--- src/rtl/lms_pkg.sv ---
// LMS front end shared definitions
package lms_pkg;

   // Pin and sample widths
   localparam int LMS_DATA_W   = 12;
   localparam int ADC_SAMPLE_W = 14;

   typedef logic [LMS_DATA_W-1:0]   dac_word_t;    // One LMS pin word
   typedef logic [ADC_SAMPLE_W-1:0] adc_sample_t;  // Left justified capture

   typedef struct packed {
      adc_sample_t i;
      adc_sample_t q;
   } rx_iq_t;

   typedef struct packed {
      dac_word_t i;
      dac_word_t q;
   } tx_iq_t;

   typedef struct packed {
      rx_iq_t ch1;
      rx_iq_t ch2;
   } rx_iq_pair_t;

   typedef struct packed {
      tx_iq_t ch1;
      tx_iq_t ch2;
   } tx_iq_pair_t;

   // REG_CTRL layout, bit 3 down to bit 0
   typedef struct packed {
      logic lms1_rst_n;
      logic lms2_rst_n;
      logic rx_en;
      logic tx_en;
   } ctrl_t;

   // Register byte offsets
   localparam logic [7:0] REG_CTRL    = 8'h00;
   localparam logic [7:0] REG_SPI_SEL = 8'h04;
   localparam logic [7:0] REG_DIVSW   = 8'h08;
   localparam logic [7:0] REG_LED     = 8'h0C;
   localparam logic [7:0] REG_STATUS  = 8'h10;

   // AXI response codes
   localparam logic [1:0] RESP_OKAY   = 2'b00;
   localparam logic [1:0] RESP_SLVERR = 2'b10;

endpackage

--- src/rtl/lms_rx_capture.sv ---
// LMS ADC receive capture
`timescale 1ns/1ns

module lms_rx_capture
   import lms_pkg::*;
(
   input  logic        lms_clk,
   input  logic        rst_n_i,
   input  ctrl_t       ctrl_i,
   input  logic        rx1_iqsel_i,
   input  dac_word_t   rx1_d_i,
   input  logic        rx2_iqsel_i,
   input  dac_word_t   rx2_d_i,
   output rx_iq_pair_t rx_iq_o,
   output logic        rx1_valid_o,
   output logic        rx2_valid_o
);

   localparam int PAD_W = ADC_SAMPLE_W - LMS_DATA_W;

   logic      [1:0] pin_iqsel;
   dac_word_t       pin_d [2];

   logic      [1:0] s1_iqsel;   // Registered pin words
   dac_word_t       s1_d [2];

   logic      [1:0] pend_vld;   // I word waiting for its Q
   dac_word_t       pend_i [2];
   logic      [1:0] pair_vld;
   dac_word_t       pair_q [2];

   logic      [1:0] out_vld;
   rx_iq_t          out_iq [2];

   // Index 0 is channel 1
   assign pin_iqsel = {rx2_iqsel_i, rx1_iqsel_i};
   assign pin_d[0]  = rx1_d_i;
   assign pin_d[1]  = rx2_d_i;

   always_ff @(posedge lms_clk or negedge rst_n_i)
   begin
      if (!rst_n_i)
      begin
         s1_iqsel <= '0;
         pend_vld <= '0;
         pair_vld <= '0;
         out_vld  <= '0;
      end
      else
      begin
         s1_iqsel <= pin_iqsel;
         // Pairing state is held clear while capture is off
         pend_vld <= {2{ctrl_i.rx_en}} & s1_iqsel;
         pair_vld <= {2{ctrl_i.rx_en}} & ~s1_iqsel & pend_vld;
         out_vld  <= {2{ctrl_i.rx_en}} & pair_vld;
      end
   end

   always_ff @(posedge lms_clk)
   begin
      for (int ch = 0; ch < 2; ch++)
      begin
         s1_d[ch] <= pin_d[ch];
         if (s1_iqsel[ch])
            pend_i[ch] <= s1_d[ch];   // A repeated I word replaces the older one
         else if (pend_vld[ch])
            pair_q[ch] <= s1_d[ch];
         // Left justify into the sample width
         if (pair_vld[ch])
         begin
            out_iq[ch].i <= {pend_i[ch], {PAD_W{1'b0}}};
            out_iq[ch].q <= {pair_q[ch], {PAD_W{1'b0}}};
         end
      end
   end

   assign rx_iq_o.ch1 = out_iq[0];
   assign rx_iq_o.ch2 = out_iq[1];
   assign rx1_valid_o = out_vld[0];
   assign rx2_valid_o = out_vld[1];

   // Pairs in flight are dropped once capture is switched off
   a_rx_off: assert property (@(posedge lms_clk) disable iff (!rst_n_i)
      !ctrl_i.rx_en |=> !(rx1_valid_o || rx2_valid_o));

endmodule

--- src/rtl/lms_tx_interleave.sv ---
// LMS DAC transmit interleave
`timescale 1ns/1ns

module lms_tx_interleave
   import lms_pkg::*;
#(
   parameter int UFLOW_CNT_W = 16
)
(
   input  logic                   lms_clk,
   input  logic                   rst_n_i,
   input  ctrl_t                  ctrl_i,
   input  tx_iq_pair_t            tx_iq_i,
   input  logic                   tx_valid_i,
   output logic                   tx_ready_o,
   output logic                   tx1_en_o,
   output logic                   tx1_iqsel_o,
   output dac_word_t              tx1_d_o,
   output logic                   tx2_en_o,
   output logic                   tx2_iqsel_o,
   output dac_word_t              tx2_d_o,
   output logic [UFLOW_CNT_W-1:0] tx_uflow_cnt_o
);

   logic      q_slot;   // Pins carry the Q slot now
   logic      accept;
   dac_word_t hold_q1;  // Q parts for the slot after acceptance
   dac_word_t hold_q2;

   // Ready only ahead of an I slot
   assign tx_ready_o = ctrl_i.tx_en & q_slot;
   assign accept     = tx_ready_o & tx_valid_i;

   assign tx1_en_o    = ctrl_i.tx_en;
   assign tx2_en_o    = ctrl_i.tx_en;
   assign tx1_iqsel_o = q_slot;
   assign tx2_iqsel_o = q_slot;

   always_ff @(posedge lms_clk or negedge rst_n_i)
   begin
      if (!rst_n_i)
      begin
         q_slot         <= 1'b1;
         tx1_d_o        <= '0;
         tx2_d_o        <= '0;
         tx_uflow_cnt_o <= '0;
      end
      else if (!ctrl_i.tx_en)
      begin
         q_slot  <= 1'b1;   // Park on the Q slot
         tx1_d_o <= '0;
         tx2_d_o <= '0;
      end
      else
      begin
         q_slot <= ~q_slot;
         if (q_slot)
         begin
            tx1_d_o <= accept ? tx_iq_i.ch1.i : '0;
            tx2_d_o <= accept ? tx_iq_i.ch2.i : '0;
            if (!accept && tx_uflow_cnt_o != '1)
               tx_uflow_cnt_o <= tx_uflow_cnt_o + 1'b1;   // Saturating
         end
         else
         begin
            tx1_d_o <= hold_q1;
            tx2_d_o <= hold_q2;
         end
      end
   end

   // Underflow leaves zeros for the Q slot too
   always_ff @(posedge lms_clk)
   begin
      if (q_slot)
      begin
         hold_q1 <= accept ? tx_iq_i.ch1.q : '0;
         hold_q2 <= accept ? tx_iq_i.ch2.q : '0;
      end
   end

   // An accepted sample shows up next as an I slot
   a_ready_en: assert property (@(posedge lms_clk) disable iff (!rst_n_i)
      tx_ready_o |-> ctrl_i.tx_en ##1 !tx1_iqsel_o);

   a_iqsel_alt: assert property (@(posedge lms_clk) disable iff (!rst_n_i)
      ctrl_i.tx_en |=> tx1_iqsel_o != $past(tx1_iqsel_o));

endmodule

--- src/rtl/lms_ctrl.sv ---
// LMS control and status registers
`timescale 1ns/1ns

module lms_ctrl
   import lms_pkg::*;
#(
   parameter int AXI_ADDR_W  = 8,
   parameter int UFLOW_CNT_W = 16
)
(
   input  logic                   lms_clk,
   input  logic                   rst_n_i,
   // AXI4-Lite slave
   input  logic [AXI_ADDR_W-1:0]  s_axi_awaddr_i,
   input  logic                   s_axi_awvalid_i,
   output logic                   s_axi_awready_o,
   input  logic [31:0]            s_axi_wdata_i,
   input  logic                   s_axi_wvalid_i,
   output logic                   s_axi_wready_o,
   output logic [1:0]             s_axi_bresp_o,
   output logic                   s_axi_bvalid_o,
   input  logic                   s_axi_bready_i,
   input  logic [AXI_ADDR_W-1:0]  s_axi_araddr_i,
   input  logic                   s_axi_arvalid_i,
   output logic                   s_axi_arready_o,
   output logic [31:0]            s_axi_rdata_o,
   output logic [1:0]             s_axi_rresp_o,
   output logic                   s_axi_rvalid_o,
   input  logic                   s_axi_rready_i,
   // Datapath
   output ctrl_t                  ctrl_o,
   input  logic [UFLOW_CNT_W-1:0] tx_uflow_cnt_i,
   // LMS resets, diversity switches, LEDs
   output logic                   lms1_rst_n_o,
   output logic                   lms2_rst_n_o,
   output logic                   divsw1_p_o,
   output logic                   divsw1_n_o,
   output logic                   divsw2_p_o,
   output logic                   divsw2_n_o,
   output logic [6:0]             leds_n_o,
   // SPI
   input  logic                   spi_sclk_i,
   input  logic                   spi_mosi_i,
   output logic                   spi_miso_o,
   output logic                   sen1_o,
   output logic                   sclk1_o,
   output logic                   mosi1_o,
   input  logic                   miso1_i,
   output logic                   sen2_o,
   output logic                   sclk2_o,
   output logic                   mosi2_o,
   input  logic                   miso2_i,
   output logic                   sen_dac_o,
   output logic                   sclk_dac_o,
   output logic                   mosi_dac_o
);

   ctrl_t      ctrl_q;
   logic [2:0] spi_sel_q;   // LMS1, LMS2, DAC
   logic [1:0] divsw_q;     // Switch 1, switch 2
   logic [6:0] led_q;

   // Address and data taken together, one response outstanding
   assign s_axi_awready_o = s_axi_awvalid_i & s_axi_wvalid_i & ~s_axi_bvalid_o;
   assign s_axi_wready_o  = s_axi_awready_o;
   assign s_axi_arready_o = s_axi_arvalid_i & ~s_axi_rvalid_o;

   always_ff @(posedge lms_clk or negedge rst_n_i)
   begin
      if (!rst_n_i)
      begin
         ctrl_q         <= '0;
         spi_sel_q      <= '0;
         divsw_q        <= '0;
         led_q          <= '0;
         s_axi_bvalid_o <= 1'b0;
         s_axi_bresp_o  <= RESP_OKAY;
      end
      else
      begin
         if (s_axi_bvalid_o && s_axi_bready_i)
            s_axi_bvalid_o <= 1'b0;
         if (s_axi_awready_o)
         begin
            s_axi_bvalid_o <= 1'b1;
            s_axi_bresp_o  <= RESP_OKAY;
            case (s_axi_awaddr_i)
               AXI_ADDR_W'(REG_CTRL):    ctrl_q    <= s_axi_wdata_i[3:0];
               AXI_ADDR_W'(REG_SPI_SEL): spi_sel_q <= s_axi_wdata_i[2:0];
               AXI_ADDR_W'(REG_DIVSW):   divsw_q   <= s_axi_wdata_i[1:0];
               AXI_ADDR_W'(REG_LED):     led_q     <= s_axi_wdata_i[6:0];
               AXI_ADDR_W'(REG_STATUS):  ;   // Read only
               default:                  s_axi_bresp_o <= RESP_SLVERR;
            endcase
         end
      end
   end

   always_ff @(posedge lms_clk or negedge rst_n_i)
   begin
      if (!rst_n_i)
      begin
         s_axi_rvalid_o <= 1'b0;
         s_axi_rresp_o  <= RESP_OKAY;
         s_axi_rdata_o  <= '0;
      end
      else
      begin
         if (s_axi_rvalid_o && s_axi_rready_i)
            s_axi_rvalid_o <= 1'b0;
         if (s_axi_arready_o)
         begin
            s_axi_rvalid_o <= 1'b1;
            s_axi_rresp_o  <= RESP_OKAY;
            s_axi_rdata_o  <= '0;
            case (s_axi_araddr_i)
               AXI_ADDR_W'(REG_CTRL):    s_axi_rdata_o <= {28'b0, ctrl_q};
               AXI_ADDR_W'(REG_SPI_SEL): s_axi_rdata_o <= {29'b0, spi_sel_q};
               AXI_ADDR_W'(REG_DIVSW):   s_axi_rdata_o <= {30'b0, divsw_q};
               AXI_ADDR_W'(REG_LED):     s_axi_rdata_o <= {25'b0, led_q};
               AXI_ADDR_W'(REG_STATUS):  s_axi_rdata_o <= 32'(tx_uflow_cnt_i);
               default:                  s_axi_rresp_o <= RESP_SLVERR;
            endcase
         end
      end
   end

   assign ctrl_o       = ctrl_q;
   assign lms1_rst_n_o = ctrl_q.lms1_rst_n;
   assign lms2_rst_n_o = ctrl_q.lms2_rst_n;

   // Switches driven as true and complement pairs
   assign divsw1_p_o = divsw_q[1];
   assign divsw1_n_o = ~divsw_q[1];
   assign divsw2_p_o = divsw_q[0];
   assign divsw2_n_o = ~divsw_q[0];
   assign leds_n_o   = ~led_q;   // Drive low to light

   // Enables are active low
   assign sen1_o    = ~spi_sel_q[2];
   assign sen2_o    = ~spi_sel_q[1];
   assign sen_dac_o = ~spi_sel_q[0];

   // Unselected devices see a quiet bus
   assign {sclk1_o, mosi1_o}       = ~sen1_o    ? {spi_sclk_i, spi_mosi_i} : 2'b00;
   assign {sclk2_o, mosi2_o}       = ~sen2_o    ? {spi_sclk_i, spi_mosi_i} : 2'b00;
   assign {sclk_dac_o, mosi_dac_o} = ~sen_dac_o ? {spi_sclk_i, spi_mosi_i} : 2'b00;

   assign spi_miso_o = (~sen1_o & miso1_i) | (~sen2_o & miso2_i);

   // Write response held until the master takes it
   a_bvalid_hold: assert property (@(posedge lms_clk) disable iff (!rst_n_i)
      s_axi_bvalid_o && !s_axi_bready_i |=> s_axi_bvalid_o);

endmodule

--- src/rtl/lms_frontend_top.sv ---
// LMS transceiver front end
`timescale 1ns/1ns

module lms_frontend_top
   import lms_pkg::*;
#(
   parameter int AXI_ADDR_W  = 8,
   parameter int UFLOW_CNT_W = 16
)
(
   input  logic                  lms_clk,
   input  logic                  rst_n_i,
   // AXI4-Lite slave
   input  logic [AXI_ADDR_W-1:0] s_axi_awaddr_i,
   input  logic                  s_axi_awvalid_i,
   output logic                  s_axi_awready_o,
   input  logic [31:0]           s_axi_wdata_i,
   input  logic                  s_axi_wvalid_i,
   output logic                  s_axi_wready_o,
   output logic [1:0]            s_axi_bresp_o,
   output logic                  s_axi_bvalid_o,
   input  logic                  s_axi_bready_i,
   input  logic [AXI_ADDR_W-1:0] s_axi_araddr_i,
   input  logic                  s_axi_arvalid_i,
   output logic                  s_axi_arready_o,
   output logic [31:0]           s_axi_rdata_o,
   output logic [1:0]            s_axi_rresp_o,
   output logic                  s_axi_rvalid_o,
   input  logic                  s_axi_rready_i,
   // ADC ports
   input  logic                  rx1_iqsel_i,
   input  dac_word_t             rx1_d_i,
   input  logic                  rx2_iqsel_i,
   input  dac_word_t             rx2_d_i,
   output rx_iq_pair_t           rx_iq_o,
   output logic                  rx1_valid_o,
   output logic                  rx2_valid_o,
   // DAC ports
   input  tx_iq_pair_t           tx_iq_i,
   input  logic                  tx_valid_i,
   output logic                  tx_ready_o,
   output logic                  tx1_en_o,
   output logic                  tx1_iqsel_o,
   output dac_word_t             tx1_d_o,
   output logic                  tx2_en_o,
   output logic                  tx2_iqsel_o,
   output dac_word_t             tx2_d_o,
   // LMS resets, diversity switches, LEDs
   output logic                  lms1_rst_n_o,
   output logic                  lms2_rst_n_o,
   output logic                  divsw1_p_o,
   output logic                  divsw1_n_o,
   output logic                  divsw2_p_o,
   output logic                  divsw2_n_o,
   output logic [6:0]            leds_n_o,
   // SPI
   input  logic                  spi_sclk_i,
   input  logic                  spi_mosi_i,
   output logic                  spi_miso_o,
   output logic                  sen1_o,
   output logic                  sclk1_o,
   output logic                  mosi1_o,
   input  logic                  miso1_i,
   output logic                  sen2_o,
   output logic                  sclk2_o,
   output logic                  mosi2_o,
   input  logic                  miso2_i,
   output logic                  sen_dac_o,
   output logic                  sclk_dac_o,
   output logic                  mosi_dac_o
);

   ctrl_t                  ctrl;
   logic [UFLOW_CNT_W-1:0] tx_uflow_cnt;

   lms_rx_capture u_rx (
      .lms_clk     (lms_clk),
      .rst_n_i     (rst_n_i),
      .ctrl_i      (ctrl),
      .rx1_iqsel_i (rx1_iqsel_i),
      .rx1_d_i     (rx1_d_i),
      .rx2_iqsel_i (rx2_iqsel_i),
      .rx2_d_i     (rx2_d_i),
      .rx_iq_o     (rx_iq_o),
      .rx1_valid_o (rx1_valid_o),
      .rx2_valid_o (rx2_valid_o)
   );

   lms_tx_interleave #(
      .UFLOW_CNT_W (UFLOW_CNT_W)
   ) u_tx (
      .lms_clk        (lms_clk),
      .rst_n_i        (rst_n_i),
      .ctrl_i         (ctrl),
      .tx_iq_i        (tx_iq_i),
      .tx_valid_i     (tx_valid_i),
      .tx_ready_o     (tx_ready_o),
      .tx1_en_o       (tx1_en_o),
      .tx1_iqsel_o    (tx1_iqsel_o),
      .tx1_d_o        (tx1_d_o),
      .tx2_en_o       (tx2_en_o),
      .tx2_iqsel_o    (tx2_iqsel_o),
      .tx2_d_o        (tx2_d_o),
      .tx_uflow_cnt_o (tx_uflow_cnt)
   );

   lms_ctrl #(
      .AXI_ADDR_W  (AXI_ADDR_W),
      .UFLOW_CNT_W (UFLOW_CNT_W)
   ) u_ctrl (
      .lms_clk         (lms_clk),
      .rst_n_i         (rst_n_i),
      .s_axi_awaddr_i  (s_axi_awaddr_i),
      .s_axi_awvalid_i (s_axi_awvalid_i),
      .s_axi_awready_o (s_axi_awready_o),
      .s_axi_wdata_i   (s_axi_wdata_i),
      .s_axi_wvalid_i  (s_axi_wvalid_i),
      .s_axi_wready_o  (s_axi_wready_o),
      .s_axi_bresp_o   (s_axi_bresp_o),
      .s_axi_bvalid_o  (s_axi_bvalid_o),
      .s_axi_bready_i  (s_axi_bready_i),
      .s_axi_araddr_i  (s_axi_araddr_i),
      .s_axi_arvalid_i (s_axi_arvalid_i),
      .s_axi_arready_o (s_axi_arready_o),
      .s_axi_rdata_o   (s_axi_rdata_o),
      .s_axi_rresp_o   (s_axi_rresp_o),
      .s_axi_rvalid_o  (s_axi_rvalid_o),
      .s_axi_rready_i  (s_axi_rready_i),
      .ctrl_o          (ctrl),
      .tx_uflow_cnt_i  (tx_uflow_cnt),
      .lms1_rst_n_o    (lms1_rst_n_o),
      .lms2_rst_n_o    (lms2_rst_n_o),
      .divsw1_p_o      (divsw1_p_o),
      .divsw1_n_o      (divsw1_n_o),
      .divsw2_p_o      (divsw2_p_o),
      .divsw2_n_o      (divsw2_n_o),
      .leds_n_o        (leds_n_o),
      .spi_sclk_i      (spi_sclk_i),
      .spi_mosi_i      (spi_mosi_i),
      .spi_miso_o      (spi_miso_o),
      .sen1_o          (sen1_o),
      .sclk1_o         (sclk1_o),
      .mosi1_o         (mosi1_o),
      .miso1_i         (miso1_i),
      .sen2_o          (sen2_o),
      .sclk2_o         (sclk2_o),
      .mosi2_o         (mosi2_o),
      .miso2_i         (miso2_i),
      .sen_dac_o       (sen_dac_o),
      .sclk_dac_o      (sclk_dac_o),
      .mosi_dac_o      (mosi_dac_o)
   );

endmodule

--- config.mk ---
export PLATFORM = sky130hd
export DESIGN_NAME = lms_frontend_top
export DESIGN_NICKNAME = d
export VERILOG_FILES = /design/src/rtl/lms_pkg.sv /design/src/rtl/lms_rx_capture.sv /design/src/rtl/lms_tx_interleave.sv /design/src/rtl/lms_ctrl.sv /design/src/rtl/lms_frontend_top.sv
export SDC_FILE = /design/constraint.sdc
export NUM_CORES = 1
export LEC_CHECK = 0
export BUFFER_PORTS_ARGS = -buffer_cell sky130_fd_sc_hd__buf_2
export CORE_MARGIN = 1.5
export CORE_UTILIZATION = 25
export DETAILED_ROUTE_END_ITERATION = 10
export SYNTH_ARGS = -nofsm -noshare
export SYNTH_HDL_FRONTEND = slang
export SYNTH_SLANG_ARGS = --single-unit
--- constraint.sdc ---
create_clock -name lms_clk -period 4.1 [get_ports lms_clk]
set_input_delay 1.23 -clock lms_clk [delete_from_list [all_inputs] [get_ports lms_clk]]
set_output_delay 1.23 -clock lms_clk [all_outputs]
set_load 0.02 [all_outputs]
==> impl_results.md, run 1 <==
- Status: completed
- Synthesis Warnings: 0
- Gpl congestion: 0.702
- Hold Crit Endpoint: u_rx.out_iq[1][14]
- Post-synth ARST share: 37.1%
- Max rail drop VDD: 0.282 mV
- Rel. slew slack: 19.7%
- # fillers: 3244
- P&R area growth vs syn: 30.3%
- Slew Limit Fails: 0
- Vias/cell: 3.90
- Root buffer cell: clkbuf_16
- R2r startpoint: u_tx.tx_uflow_cnt_o[4]
- Post-synth EDFFs: 120
- Hold Path Depth: 0
- Mapped Avg Cell Area: 15.1 um2
- Fin Clk Skew: 0.0117 ns
- Worst setup SP type: input pin
- Final #Nets: 932
- RSZ-0062 raised after global routing: no
- HP Start: u_rx.pend_i[0][14]
- Setup WS pre-CTS: 0.954 ns
- Fin crit period: 3.11 ns
- Final setup fails: 0
- Worst path slowest cell: buf_4
- Final setup margin: 0.989 ns
- Clock Latency Late Sink: 0.54 ns
- WL per Instance: 14.2 um
- Sw Pwr: 1.07 mW
- # clock sinks: 229
- Antenna cells: 0
- Sequential share of power: 48.5%
- TritonRoute pass-1 iters: 4
- Largest net degree at the start of global routing: 54
- Syn Std Cell Area: 8290 um2
- Leading cell types in the layout, fill and taps excluded: 232 x buf_2, 120 x edfxtp_1, 84 x dfrtp_1
- Die H: 185 um
- Core ar.: 32600 um2
- IO Pins: 285
- Synth area leaders: edfxtp_1 43%, dfrtp_1 25%, dfxtp_1 5.8%, nor2b_1 3.8%, and2_1 2.9%
- Hold WS: 0.415 ns
- Final core area utilization: 33.1%
- Leak Pwr: 4.74 nW
- Crit path max fanout: 18
- Layout cells sized above 1: 37.5%
- Path type of the worst setup path: in -> out
- CP cell instances: buf_2 > nand2_1 > buf_4 > inv_1 > buf_2
- First-pass GRT wire length: 26.6 mm
- H-tree depth: 1
- Cell taking the most area after synthesis: edfxtp_1
- Die X: 185 um
- FMAX: 321 MHz
- PortBufs: 233
- CP Data Required Time: 2.87 ns
- Tightest Pin Transition: 1.20 ns
- Die area: 34300 um2
- Main synth FF type: edfxtp_1
- CTS Hold Buffers Added: 0
- Antenna violations before repair: 0
- R2R Setup Slk: 1.87 ns
- FF-to-FF End: u_tx.tx_uflow_cnt_o[1]
- Num CTS Buffers: 25
- Worst reg2reg path depth: 4
- Setup TNS: 0 ns
- Antenna Nets Post-Route: 0
- Final WL: 17.8 mm
- Resized cells post-CTS: 0
- First-iteration detailed-routing DRC count: 135
- Clock transition at the registers of the reported paths: 0.06 ns
- CP peak stage delay: 0.24 ns
- Vias in the first global route: 4782
- Cells after synthesis: 549
- Crit path arrival time: 1.88 ns
- Fin crit share: 75.9%
- Sw frac: 20.7%
- # Post-CTS Setup Buffers: 0
- Comb pwr share: 3.6%
- Cell variety after synth: 44
- Placed wire-length estimate: 12.8 mm
- Drc violations: 0
- CP delay by family, top: buffers and inverters
- Critical Path Sink Type: output pin
- HP Class: reg -> reg
- Total Routing Usage GR: 10.2%
- DR vias: 4904
- # Max-Cap Violations: 0
- Top cell by count, worst path: buf_2
- Flops & latches, synth: 229
- P per Cell Area: 477 nW/um2
- Initial core utilization: 25.4%
- Clk buf depth: 3
- Buf/Inv on CP: 4
- CTS tree: done
- Clock power share: 47.8%
- Commonest non-fill, non-tap cell in the layout: buf_2
- Sequential area share after synthesis: 74.9%
- Row count: 66
- Hold Fails Final Rpt: 0
- Gr ovfl total: 0
- Top-area cell type share of the netlist area: 43.4%
- Cell Int Power: 4.09 mW
-- layer usage --
metal	vias to the layer above	GRT usage, %	routed length [um]
met5	-	0	0
met1	2299	12.7	7810
met3	31	3.83	1650
met4	0	2.93	430
met2	191	16.5	7920
li1	2383	-	-
-- registers in the layout, indices dropped and copies added (netlist names), 3 cells and up --
register	cells
u_rx.pair_q	24
u_ctrl.s_axi_rdata_o	16
u_tx.tx2_d_o	12
u_ctrl.led_q	7
u_rx.s1_d	24
u_tx.tx_uflow_cnt_o	16
u_tx.tx1_d_o	12
u_rx.pend_i	24
u_tx.hold_q2	12
u_tx.hold_q1	12
u_rx.out_iq	48
u_ctrl.spi_sel_q	3
-- cell families (layout without fill, tap and decap cells) --
| kind of cell | count (synthesis) | count (layout) | synth area share, % |
|---|---|---|---|
| DFF | 229 | 229 | 74.9 |
| xor gates and xnor gates | 14 | 14 | 1.48 |
| other | 1 | 26 | 0.0452 |
| and+or+nand+nor | 155 | 155 | 11.1 |
| AOI/OAI and AO/OA | 63 | 63 | 4.75 |
| buffers and inverters | 63 | 305 | 4.16 |
| muxes | 23 | 23 | 3.38 |
| adders and majority gates | 1 | 1 | 0.151 |
-- final cells by class --
class	instances	area, um2	share of cell area (%)
Clock buffer	32	672	6.22
Clock inverter	14	245	2.27
Inverter	19	71.3	0.660
Multi-Input combinational cell	282	1830	16.9
Sequential cell	229	6210	57.5
Tap cell	442	553	5.12
Timing Repair Buffer	240	1220	11.3
-- power groups by stage --
stage | combinational [mW] | clock [mW] | sequential (mW)
6_report | 0.188 | 2.47 | 2.50
5_1_grt | 0.210 | 2.66 | 2.51
4_1_cts | 0.192 | 2.55 | 2.50
3_5_place_dp | 0.191 | 0 | 2.55
3_3_place_gp | 0.189 | 0 | 2.55
2_1_floorplan | 0.0977 | 0 | 2.55
-- through the flow --
step,area (um2),power [mW],cells
floorplan,8390,2.65,574
global placement,9890,2.74,1212
detailed placement,9890,2.74,1212
CTS,10800,5.24,1258
global route,10800,5.38,1258
finish,10800,5.16,1258
-- cell usage after synthesis (all sizes together), types with 8 or more instances --
library cell	number
nor2b	51
edfxtp	120
dfrtp	84
inv	19
and2	38
a22o	10
buf	29
clkbuf	15
o21ai	12
mux2	18
xor2	14
a21oi	26
nor2	8
nand2	20
dfxtp	24
nor4	8
-- worst max path at each step --
stage                               end  cells past startpoint  slack (ns)               from
CTS                     s_axi_arready_o                      5        0.98    s_axi_arvalid_i
floorplan              u_ctrl.ctrl_o[0]                      4        1.11  s_axi_awaddr_i[0]
detailed placement  u_ctrl.lms2_rst_n_o                      5        0.95  s_axi_awaddr_i[0]
finish                  s_axi_arready_o                      5        0.99    s_axi_arvalid_i
global placement      u_ctrl.divsw_q[0]                      5        0.96  s_axi_awaddr_i[0]
global route            s_axi_arready_o                      5        0.94    s_axi_arvalid_i
Power figures use the tool's default switching activity.
==> run 2, diff against run 1 <==
==> constraint.sdc (replaced) <==
create_clock -name lms_clk -period 2.8 [get_ports lms_clk]
set_input_delay 0.84 -clock lms_clk [delete_from_list [all_inputs] [get_ports lms_clk]]
set_output_delay 0.84 -clock lms_clk [all_outputs]
set_load 0.02 [all_outputs]
==> run 2 against run 1 <==
  * First-iteration DRC count rose by 4.4%
  * Count of clock-buffer cells in the layout rose by 1
  * Die area did not move
  * Clock power rose by 28%
  * Sequential share of layout area rose by 0.35 points
  * Total power rose by 38%
  * Global-route usage fell by 0.083 points
  * Wire length barely moved
  * Critical path depth fell by 3
  * Highest routed layer unchanged
  * Setup slack got worse by 0.67 ns
  * Sequential cell count did not move
  * Via count rose by 0.35%
==> impl_results.md, run 2 (synthesized netlist as in run 1, its figures left out) <==
- Rel. slew slack: 34.8%
- Clock transition at the registers of the reported paths: 0.06 ns
- Critical Path Sink Type: output pin
- FMAX: 403 MHz
- TritonRoute pass-1 iters: 4
- Fin crit share: 88.6%
- Final #Nets: 936
- Slew Limit Fails: 0
- # clock sinks: 229
- R2r startpoint: u_ctrl.s_axi_bvalid_o
- Final std cells w/o fill: 1261
- Worst setup SP type: register
- PortBufs: 233
- Fin crit period: 2.48 ns
- Gpl congestion: 0.726
- Clock Latency Late Sink: 0.52 ns
- Leak Pwr: 4.72 nW
- CTS tree: done
- First-pass GRT wire length: 26.7 mm
- First-iteration detailed-routing DRC count: 141
- Max reg flops: 48
- Setup WS pre-CTS: 0.0475 ns
- Drc violations: 0
- Origin of the worst setup path: u_tx.tx1_iqsel_o
- DR vias: 4921
- Root buffer cell: clkbuf_16
- Final setup margin: 0.320 ns
- Die H: 185 um
- Final WL: 17.8 mm
- Layout cells sized above 1: 37.7%
- Antenna Nets Post-Route: 0
- Setup TNS: 0 ns
- CTS Hold Buffers Added: 0
- R2R Setup Slk: 0.78 ns
- Reg with most FFs: u_rx.out_iq
- # fillers: 3219
- IO Pins: 285
- Placed wire-length estimate: 12.9 mm
- # Max-Cap Violations: 0
- Fin Clk Skew: 0.00976 ns
- Status: completed
- Vias/cell: 3.90
- Hold WS: 0.253 ns
- Final setup fails: 0
- Leading cell types in the layout, fill and taps excluded: 232 x buf_2, 120 x edfxtp_1, 84 x dfrtp_1
- Resized cells post-CTS: 0
- Power Total: 7.11 mW
- Core ar.: 32600 um2
- Crit path max fanout: 25
- Vias in the first global route: 4809
- P&R area growth vs syn: 29.5%
- Initial core utilization: 25.4%
- Commonest non-fill, non-tap cell in the layout: buf_2
- # Post-CTS Setup Buffers: 0
- Antenna violations before repair: 0
- FF-to-FF End: u_ctrl.spi_sel_q[1]
- Die area: 34300 um2
- Total Routing Usage GR: 10.1%
- Num CTS Buffers: 24
- Placed Cells: 1217
- Clk buf depth: 3
- Worst reg2reg path depth: 4
- HP Class: in -> async
- H-tree depth: 1
- Crit path arrival time: 1.64 ns
- WL per Instance: 14.1 um
- Path type of the worst setup path: reg -> out
- Antenna cells: 0
- Tightest Pin Transition: 0.978 ns
- P per Cell Area: 662 nW/um2
- Die X: 185 um
- Row count: 66
- Hold Fails Final Rpt: 0
- CP Data Required Time: 1.96 ns
- RSZ-0062 raised after global routing: no
- Largest net degree at the start of global routing: 58
- Gr ovfl total: 0
- Max rail drop VDD: 0.419 mV
[run 2: cell types whose count changed in the layout (fill, tap and decap cells not counted), sizes merged]
cell	delta
buf	+5
bufinv	-4
clkinvlp	-1
clkinv	+3
inv	-1
clkbuf	+1
[run 2: metrics by stage]
step                      util [%]  instance area (um2)
final                         32.9                10700
after CTS                     32.9                10700
after detailed placement      30.5                 9940
after global placement        30.5                 9940
after global routing          32.9                10700
after floorplan                  -                 8390
[run 2: routing by layer]
layer  wire (um)  part of all wire [%]  track usage (%)
met1        7640                    43             12.7
met2        8040                    45             16.2
met3        1700                   9.5             3.64
met4         452                   2.5             2.96
met5           0                     0                0
[run 2: where the power goes]
part	internal, mW	total, mW	switching, mW
sequential	3.62	3.66	0.0344
clock	1.88	3.16	1.28
combinational	0.108	0.291	0.183
total	5.61	7.11	1.50
[run 2: how the worst max path moves through the flow]
| stage | endpoint | slack, ns | depth (start not counted) |
|---|---|---|---|
| 6_report | tx1_iqsel_o | 0.32 | 2 |
| 5_1_grt | tx1_iqsel_o | 0.22 | 2 |
| 4_1_cts | tx1_iqsel_o | 0.26 | 2 |
| 3_5_place_dp | u_ctrl.ctrl_o[1] | 0.05 | 5 |
| 3_3_place_gp | u_ctrl.ctrl_o[1] | 0.06 | 5 |
| 2_1_floorplan | u_ctrl.ctrl_o[0] | 0.20 | 4 |
[run 2: worst max-delay path, stage by stage (launching register included)]
cell and delay [ns]:
dfstp_2 0.59, buf_4 0.30, buf_2 0.22
[run 2: area by class of cell]
class	count	area, um2	share of cell area [%]
sequential	229	6210	57.8
clock buffer	33	674	6.28
inverter	19	71.3	0.664
timing repair buffer	245	1270	11.8
multi-input combinational	282	1830	17.0
tap	442	553	5.15
clock inverter	11	128	1.19
